[config.mk]
export PLATFORM = sky130hd
export DESIGN_NAME = uart_tx_top
export DESIGN_NICKNAME = d
export VERILOG_FILES = /design/src/uart_pkg.sv /design/src/uart_baud_timer.sv /design/src/uart_tx_ctrl.sv /design/src/uart_frame_builder.sv /design/src/uart_tx_shifter.sv /design/src/uart_tx_top.sv
export VERILOG_INCLUDE_DIRS = /design/src /design/src/src
export SDC_FILE = /design/constraint.sdc
export NUM_CORES = 1
export LEC_CHECK = 0
export ABC_AREA = 1
export BUFFER_PORTS_ARGS = -buffer_cell sky130_fd_sc_hd__buf_2
export CAP_MARGIN = 20
export CORE_ASPECT_RATIO = 0.9
export CORE_MARGIN = 10
export CORE_UTILIZATION = 59
export CTS_CLUSTER_DIAMETER = 80
export DETAILED_ROUTE_END_ITERATION = 7
export HOLD_SLACK_MARGIN = 0.05
export PLACE_DENSITY = 0.8
export SLEW_MARGIN = 20
export SYNTH_ARGS = -nofsm -noshare
export SYNTH_HDL_FRONTEND = slang
export SYNTH_HIERARCHICAL = 1
export SYNTH_SLANG_ARGS = --single-unit
[constraint.sdc]
create_clock -name clk -period 2.85 [get_ports clk]
set_clock_uncertainty 0.05 [all_clocks]
set_input_delay 0.285 -clock clk [delete_from_list [all_inputs] [get_ports clk]]
set_output_delay 0.285 -clock clk [all_outputs]
set_load 0.1 [all_outputs]
[src/uart_params.svh]
`ifndef UART_PARAMS_SVH
`define UART_PARAMS_SVH

// system clocks per prescaled tick
// a small factor keeps simulation short, raise it for a real system clock
`define UART_CLK_DIV 2

// sub-ticks per bit period
`define UART_SUBTICKS 8

// width of the runtime baud divisor
`define UART_BAUD_W 8

// widest frame: start, 8 data, parity and 2 stop bits
`define UART_FRAME_MAX 12

`endif

[src/uart_pkg.sv]
`include "uart_params.svh"

package uart_pkg;

	typedef enum logic [1:0] {
		LEN8 = 2'd0,  // eight data bits
		LEN7 = 2'd1,
		LEN6 = 2'd2,
		LEN5 = 2'd3   // five data bits
	} data_len_e;

	typedef enum logic [1:0] {
		STOP1  = 2'd0,  // one stop bit
		STOP1H = 2'd1,  // one and a half, sent as two
		STOP2  = 2'd2   // two stop bits
	} stop_len_e;

	typedef enum logic [1:0] {
		PAR_ODD   = 2'd0,  // ones in data plus parity is odd
		PAR_EVEN  = 2'd1,  // ones in data plus parity is even
		PAR_MARK  = 2'd2,  // parity bit always 1
		PAR_SPACE = 2'd3   // parity bit always 0
	} parity_e;

	// controller states
	typedef enum logic [1:0] {
		IDLE = 2'd0,  // waiting for en
		LOAD = 2'd1,  // frame captured, timer starts
		SEND = 2'd2   // bits going out on tx
	} tx_state_e;

	// line format, 7 bits
	typedef struct packed {
		data_len_e data_len;
		stop_len_e stop_len;
		logic      parity_en;
		parity_e   parity;
	} line_fmt_t;

	// assembled frame, start bit at bits[0], ones above the last stop bit
	typedef struct packed {
		logic [`UART_FRAME_MAX-1:0] bits;
		logic [3:0]                 last_bit;  // index of the last stop bit
	} frame_t;

endpackage

[src/uart_baud_timer.sv]
`include "uart_params.svh"

module uart_baud_timer (
	input  logic                    clk,
	input  logic                    rst,
	input  logic                    run,       // count while high, clear while low
	input  logic [`UART_BAUD_W-1:0] baud_div,  // bit clock divisor minus one
	output logic                    bit_tick   // one pulse per bit period
);

	localparam int PRE_W = (`UART_CLK_DIV > 1) ? $clog2(`UART_CLK_DIV) : 1;
	localparam int SUB_W = $clog2(`UART_SUBTICKS);

	logic [PRE_W-1:0]        pre_cnt;  // system clocks within one prescaled tick
	logic [`UART_BAUD_W-1:0] div_cnt;  // prescaled ticks within one sub-tick
	logic [SUB_W-1:0]        sub_cnt;  // sub-ticks within one bit
	logic                    pre_wrap;
	logic                    div_wrap;
	logic                    sub_wrap;

	assign pre_wrap = (pre_cnt == PRE_W'(`UART_CLK_DIV - 1));
	assign div_wrap = (div_cnt == baud_div);
	assign sub_wrap = (sub_cnt == SUB_W'(`UART_SUBTICKS - 1));

	// all three counters at their last value
	assign bit_tick = run & pre_wrap & div_wrap & sub_wrap;

	always_ff @(posedge clk) begin
		if (rst || !run) begin
			pre_cnt <= '0;
			div_cnt <= '0;
			sub_cnt <= '0;
		end else if (!pre_wrap) begin
			pre_cnt <= pre_cnt + 1'b1;
		end else begin
			pre_cnt <= '0;
			if (!div_wrap) begin
				div_cnt <= div_cnt + 1'b1;
			end else begin
				div_cnt <= '0;
				if (!sub_wrap)
					sub_cnt <= sub_cnt + 1'b1;
				else
					sub_cnt <= '0;  // bit period complete
			end
		end
	end

endmodule

[src/uart_tx_ctrl.sv]
module uart_tx_ctrl (
	input  logic       clk,
	input  logic       rst,
	input  logic       en,        // start strobe, only looked at in IDLE
	input  logic       bit_tick,  // end of one bit period
	input  logic [3:0] last_bit,  // index of the last bit in the latched frame
	output logic       load,      // capture data and format into the frame
	output logic       run,       // keeps the baud timer counting
	output logic       busy,
	output logic       ack        // one cycle at the end of the frame
);

	uart_pkg::tx_state_e state;
	uart_pkg::tx_state_e next_state;
	logic [3:0]          bit_cnt;   // bits already sent
	logic                last_tick;

	assign last_tick = (state == uart_pkg::SEND) && bit_tick && (bit_cnt == last_bit);

	// frame is taken on the edge that leaves IDLE
	assign load = (state == uart_pkg::IDLE) && en;
	assign run  = (state != uart_pkg::IDLE);
	assign ack  = last_tick;  // busy drops on the edge after this

	always_comb begin
		next_state = state;
		case (state)
			uart_pkg::IDLE: begin
				if (en)
					next_state = uart_pkg::LOAD;
			end
			uart_pkg::LOAD: begin
				next_state = uart_pkg::SEND;
			end
			uart_pkg::SEND: begin
				if (last_tick)
					next_state = uart_pkg::IDLE;
			end
			default: begin
				next_state = uart_pkg::IDLE;
			end
		endcase
	end

	always_ff @(posedge clk) begin
		if (rst) begin
			state <= uart_pkg::IDLE;
			busy  <= 1'b0;
		end else begin
			state <= next_state;
			busy  <= (next_state != uart_pkg::IDLE);
		end
	end

	always_ff @(posedge clk) begin
		if (rst || state != uart_pkg::SEND)
			bit_cnt <= '0;
		else if (bit_tick)
			bit_cnt <= last_tick ? 4'd0 : bit_cnt + 4'd1;
	end

endmodule

[src/uart_frame_builder.sv]
`include "uart_params.svh"

module uart_frame_builder (
	input  logic                clk,
	input  logic                rst,
	input  logic                load,   // capture strobe from the controller
	input  logic [7:0]          data,
	input  uart_pkg::line_fmt_t fmt,
	output uart_pkg::frame_t    frame
);

	logic [3:0]             n_data;     // data bits in this format
	logic [1:0]             n_stop;     // stop bits actually sent
	logic [7:0]             data_mask;
	logic [7:0]             active;     // data bits that go on the line
	logic                   par_bit;
	uart_pkg::frame_t       frame_d;
	uart_pkg::frame_t       frame_q;

	always_comb begin
		case (fmt.data_len)
			uart_pkg::LEN8: begin
				n_data    = 4'd8;
				data_mask = 8'hff;
			end
			uart_pkg::LEN7: begin
				n_data    = 4'd7;
				data_mask = 8'h7f;
			end
			uart_pkg::LEN6: begin
				n_data    = 4'd6;
				data_mask = 8'h3f;
			end
			default: begin
				n_data    = 4'd5;
				data_mask = 8'h1f;
			end
		endcase
	end

	assign active = data & data_mask;
	assign n_stop = (fmt.stop_len == uart_pkg::STOP1) ? 2'd1 : 2'd2;  // 1.5 goes out as 2

	always_comb begin
		par_bit = 1'b0;
		case (fmt.parity)
			uart_pkg::PAR_ODD:   par_bit = ~(^active);
			uart_pkg::PAR_EVEN:  par_bit = ^active;
			uart_pkg::PAR_MARK:  par_bit = 1'b1;
			uart_pkg::PAR_SPACE: par_bit = 1'b0;
			default:             par_bit = 1'b0;
		endcase
	end

	// start bit, data lsb first, optional parity, ones above
	always_comb begin
		frame_d.bits    = '1;
		frame_d.bits[0] = 1'b0;
		for (int i = 0; i < 8; i++) begin
			if (i < n_data)
				frame_d.bits[i+1] = data[i];
		end
		if (fmt.parity_en)
			frame_d.bits[n_data+1] = par_bit;
		frame_d.last_bit = n_data + {3'b000, fmt.parity_en} + {2'b00, n_stop};
	end

	always_ff @(posedge clk) begin
		if (rst) begin
			frame_q.bits     <= '1;
			frame_q.last_bit <= '0;
		end else if (load) begin
			frame_q <= frame_d;
		end
	end

	// the shifter takes the new frame on the load cycle itself
	assign frame = load ? frame_d : frame_q;

endmodule

[src/uart_tx_shifter.sv]
`include "uart_params.svh"

module uart_tx_shifter (
	input  logic                       clk,
	input  logic                       rst,
	input  logic                       load,        // copy a new frame
	input  logic                       bit_tick,    // move on to the next bit
	input  logic [`UART_FRAME_MAX-1:0] frame_bits,
	input  logic                       busy,
	output logic                       tx
);

	logic [`UART_FRAME_MAX-1:0] shreg;  // bit 0 is the bit on the line

	always_ff @(posedge clk) begin
		if (rst) begin
			shreg <= '1;
		end else if (load) begin
			shreg <= frame_bits;
		end else if (bit_tick) begin
			shreg <= {1'b1, shreg[`UART_FRAME_MAX-1:1]};  // stop level fills from the top
		end
	end

	// line follows the register one cycle late, idles high
	always_ff @(posedge clk) begin
		if (rst)
			tx <= 1'b1;
		else
			tx <= busy ? shreg[0] : 1'b1;
	end

endmodule

[src/uart_tx_top.sv]
`include "uart_params.svh"

module uart_tx_top (
	input  logic                    clk,
	input  logic                    rst,
	input  logic                    en,        // start strobe
	input  logic [7:0]              data,
	input  uart_pkg::line_fmt_t     fmt,
	input  logic [`UART_BAUD_W-1:0] baud_div,  // hold stable while busy
	output logic                    tx,
	output logic                    busy,
	output logic                    ack
);

	logic             load;
	logic             run;
	logic             bit_tick;
	uart_pkg::frame_t frame;

	uart_baud_timer uart_baud_timer_i (
		.clk      (clk),
		.rst      (rst),
		.run      (run),
		.baud_div (baud_div),
		.bit_tick (bit_tick)
	);

	uart_tx_ctrl uart_tx_ctrl_i (
		.clk      (clk),
		.rst      (rst),
		.en       (en),
		.bit_tick (bit_tick),
		.last_bit (frame.last_bit),
		.load     (load),
		.run      (run),
		.busy     (busy),
		.ack      (ack)
	);

	uart_frame_builder uart_frame_builder_i (
		.clk   (clk),
		.rst   (rst),
		.load  (load),
		.data  (data),
		.fmt   (fmt),
		.frame (frame)
	);

	uart_tx_shifter uart_tx_shifter_i (
		.clk        (clk),
		.rst        (rst),
		.load       (load),
		.bit_tick   (bit_tick),
		.frame_bits (frame.bits),
		.busy       (busy),
		.tx         (tx)
	);

endmodule

* After elaboration in Yosys (flattened, before gate mapping)
Cells that the tools add are included.
Cells by class: shifts and indexed selects 0, add/subtract/negate cells 7, bitwise gates (word level) 6, div/mod/pow operators 0, magnitude comparators 10, reductions and logical operators 18, multiply operators 0, equal/unequal tests 11, muxes and demuxes 25
Operators with widths (count):
- 2-to-1 mux 12 bit | 3
- greater-or-equal comparator 32 x 1 -> 1 bit, second input constant | 1
- less-than comparator 32 x 5 -> 1 bit, second input constant | 1
- case mux 8 bit (3 select lines) | 1
- less-than comparator 3 x 4 -> 1 bit, first input constant | 4
- 2-to-1 mux 16 bit | 1
- bitwise mux 12 bit | 1
- case mux 4 bit (3 select lines) | 1
- 2-to-1 mux 1 bit | 9
- adder 8 x 1 -> 8 bit, second input constant | 1
- AND 8 bit | 1
- equality test 2 bit, second input constant | 4
- equality test 8 bit | 1
- logical NOT 2 bit | 4
- less-than comparator 1 x 4 -> 1 bit, first input constant | 2
- less-than comparator 2 x 4 -> 1 bit, first input constant | 2
- 2-to-1 mux 8 bit | 1
- parity 8 bit | 1
- equality test 2 x 1 -> 1 bit, second input constant | 3
- 2-to-1 mux 2 bit | 3
- case mux 2 bit (3 select lines) | 1
- nonzero test 2 bit | 3
- adder 4 x 1 -> 5 bit, second input constant | 1
- adder 4 x 1 -> 4 bit | 1
- 18 further kinds | 26
Word-level totals: flip-flop bits (word level) 48, word-level logic and storage cells 87, memories 0, bits in read-only memories 0, RAM bits 0, latch bits 0

* Longest topological paths before layout
word-level depth 15, gate-level depth with buffers 18, gate-level depth less buffers 18

* Hierarchy
The synthesis kept the hierarchy.
Modules (own cells, without submodules):
- uart_frame_builder | cells an instance 180, area each 1148.6 um2, instances 1
- uart_baud_timer | cells an instance 106, area each 716.9 um2, instances 1
- uart_tx_shifter | cells an instance 77, area each 550.5 um2, instances 1
- uart_tx_ctrl | cells an instance 58, area each 389.1 um2, instances 1

* Least setup slack after synthesis
OpenSTA, ideal clock, no wires.
path type input to output, from input fmt[6] (netlist name), to output ack, cell stages on the path 14, data arrival time 2.705 ns, path slack -0.190 ns, cells stage by stage inv_1 -> ha_1 -> nor2_1 -> inv_1 -> fa_1 -> fa_1 -> nand2_1 -> nand2_1 -> inv_1 -> nand2_1 -> nand2_1 -> nor2_2 -> nand3_2 -> inv_1
RTL lines:
- from (decl) | RTL line uart_tx_top.sv:8 | input uart_pkg::line_fmt_t fmt,
- to (decl) | RTL line uart_tx_top.sv:12 | output logic ack

==> metrics.txt <==
endpoints failing hold 0; sw frac 30.9%; Root Buffer clkbuf_8; PortBufs 28; non-filler cells in the finished layout 520; Crit Path Class input pin to output pin; Psw 460 uW; drt wl/cell 11.7 um; Reg clk slew, reported paths 0.08 ns; Area contributors post-synth dfxtp_1, nand2_1, inv_1; fin util 71.8%; final critical-path required period 2.84 ns; post-DR vias/cell 4.97; Core Area 4520 um2; part of the cycle the worst path needs 99.8%; num rows 23; fin. max-slew vios 0; TritonCTS clock tree done; synth-to-layout area growth 15.6%; Chip Height 85.4 um; gpl congestion 0.792; I/O pin cnt 29; #FFs+latches synth 48; ant diodes 0; worst slew pin tran 0.488 ns; Layout Nets 497; Hold Buf Count CTS 0; worst path arrival time 2.51 ns; latest clock arrival within the worst-skew pair 0.31 ns; Setup-failing EPs final 0; sequential fraction of design power 49.1%; Post-route DRC 0; global route overflow 0; Mean Syn Cell Area 6.66 um2; Longest Clk Path Bufs 2; critical path peak fanout 3; DP Cell Count 509; worst slack, placed -0.0226 ns; initial antenna violation count 0; critical path required time 2.52 ns; router iterations before antenna repair 5; area leader, netlist dfxtp_1; worst min path class input pin to register; RSZ-0062 raised after global routing yes; Via Count 2,586; CP startpoint kind input pin; Die Width 92.7 um; LEAKAGE 0.00163 uW; vias in the first global route 2,411; peak supply drop 0.367 mV; Clk pwr share 28.9%; first-pass GRT wire length 9.83 mm; total design power 1490 uW; H-tree level count 2; status completed; largest net degree at the start of global routing 28; Gate power share 21.9%; DRT antenna net count 0; total clock sinks 48; Distinct cells, synth 32; Cell Int Power 1030 uW; maximum clock frequency 0.352 GHz; Worst setup EP type output pin; Mapped Cells 421; Starting Density 62.1%; Power Density 459 nW/um2; HPWL Detailed 4.43 mm; die area 7920 um2; layout cells sized above 1 17.2%; post-route setup slack 0.00597 ns; clock buffer count from CTS 5; Yosys top cell area share 34.3%; sequential element share of the synthesized area 34.3%; total track usage 14.8%; Slew headroom 67.7%; Iter 0 DRT Violations 137; Max Cap Violations 0; Yosys warning count 6; synthesized cell area 2810 um2; routed wire length 6.08 mm; Syn Nets 461
## synthesized netlist by cell type
| master | n |
|---|---|
| nor3b_2 | 1 |
| o22ai_2 | 1 |
| nor2_1 | 32 |
| o22ai_1 | 2 |
| o21ai_1 | 2 |
| nor3b_1 | 2 |
| xnor2_1 | 10 |
| clkinv_2 | 1 |
| ha_1 | 12 |
| dfxtp_1 | 48 |
| inv_2 | 3 |
| nand2_2 | 4 |
| a21o_1 | 1 |
| buf_6 | 1 |
| and2_2 | 1 |
| buf_4 | 3 |
| buf_2 | 3 |
| nor4_1 | 1 |
| o21ai_0 | 2 |
| nor3_1 | 2 |
| xor2_1 | 9 |
| clkbuf_1 | 4 |
| nand3_1 | 42 |
| a31oi_1 | 1 |
| nor3_2 | 1 |
| inv_1 | 58 |
| a21oi_1 | 19 |
| nand4_1 | 4 |
| nor2_2 | 4 |
| nand3_2 | 4 |
| nand2_1 | 141 |
| fa_1 | 2 |
## kinds of logic (layout without fill, tap and decap cells)
kind of cell / count (synthesis) / in the layout / synth area share, %
buffers and inverters: 73 / 110 / 10.6
adder cells (fa/ha/maj): 14 / 14 / 6.78
AND/OR/NAND/NOR: 239 / 239 / 36.9
AO/OA/AOI/OAI: 28 / 28 / 5.49
flip-flops: 48 / 48 / 34.3
XOR/XNOR: 19 / 19 / 5.93
## what timing repair did
item | in CTS | in global routing
resized for setup | 1 | 18
setup endpoints to repair | 1 | 1
pin swaps | 0 | 8
buffers inserted | 0 | 3
## area by class of cell
cell class	count	area, um2
Multi-Input combinational cell	300	1600
Clock buffer	6	82.6
Tap cell	62	77.6
Clock inverter	2	15.0
Timing Repair Buffer	40	262
Fill cell	392	1280
Inverter	62	240
Sequential cell	48	961
## critical path: stages
cell and delay, ns:
buf_6 0.11, buf_4 0.14, inv_1 0.15, ha_4 0.23, ha_1 0.28, a21oi_2 0.05
nor2_1 0.16, xor2_1 0.28, a21oi_2 0.11, inv_1 0.09, inv_1 0.04, nand2_1 0.04
nand2_1 0.04, nor2_1 0.11, nand3_2 0.12, clkinvlp_4 0.10, buf_12 0.16
## metrics by stage
stage | cell area, um2 | setup TNS (ns) | hold slack, ns
6_report | 3240 | 0 | 0.203
5_1_grt | 3240 | -0.106 | 0.214
4_1_cts | 3150 | 0 | 0.195
3_5_place_dp | 3050 | -0.0226 | 0.333
3_3_place_gp | 3050 | 0 | 0.340
2_1_floorplan | 2810 | 0 | 0.304
## placed cells by master (no fill, tap or decap), drive strengths merged
master / count
a21oi: 19
xnor2: 10
clkinv: 1
clkinvlp: 3
nor3: 3
xor2: 9
buf: 40
fa: 2
ha: 12
a31oi: 1
nor3b: 3
o21ai: 4
nand2: 145
nand3: 46
nor4: 1
clkbuf: 6
inv: 60
o22ai: 3
nand4: 4
nor2: 36
a21o: 1
dfxtp: 48
and2: 1
## routing by layer
layer / up-vias / share of wire [%] / GRT usage (%)
li1: 1378 / - / -
met1: 1165 / 46 / 16.7
met2: 32 / 49 / 26.0
met3: 11 / 2.9 / 3.79
met4: 0 / 2.0 / 6.16
met5: - / 0 / 0
## registers in the layout, summed over array words and instances (netlist names)
signal,count
uart_baud_timer_i/sub_cnt,3
uart_tx_ctrl_i/busy,1
uart_baud_timer_i/pre_cnt,1
uart_tx_shifter_i/tx,1
uart_tx_ctrl_i/bit_cnt,4
uart_baud_timer_i/div_cnt,8
uart_tx_ctrl_i/state,2
uart_frame_builder_i/frame_q,16
uart_tx_shifter_i/shreg,12
## power groups by stage
stage,clock network (uW),logic [uW],registers [uW]
2_1_floorplan,0,213,756
3_3_place_gp,0,292,745
3_5_place_dp,0,300,746
4_1_cts,442,302,731
5_1_grt,460,368,736
6_report,431,326,731
## worst paths after layout
path,endpoint,slack [ns],depth (start not counted),startpoint
min,uart_frame_builder_i/frame_q[9],0.20,3,data[4]
max reg2reg,uart_tx_ctrl_i/busy,0.64,13,uart_tx_ctrl_i/state[1]
min reg2reg,uart_tx_shifter_i/tx,0.36,1,uart_tx_ctrl_i/busy
max,ack,0.006,17,fmt[5]
(Power assumes the default switching activity.)
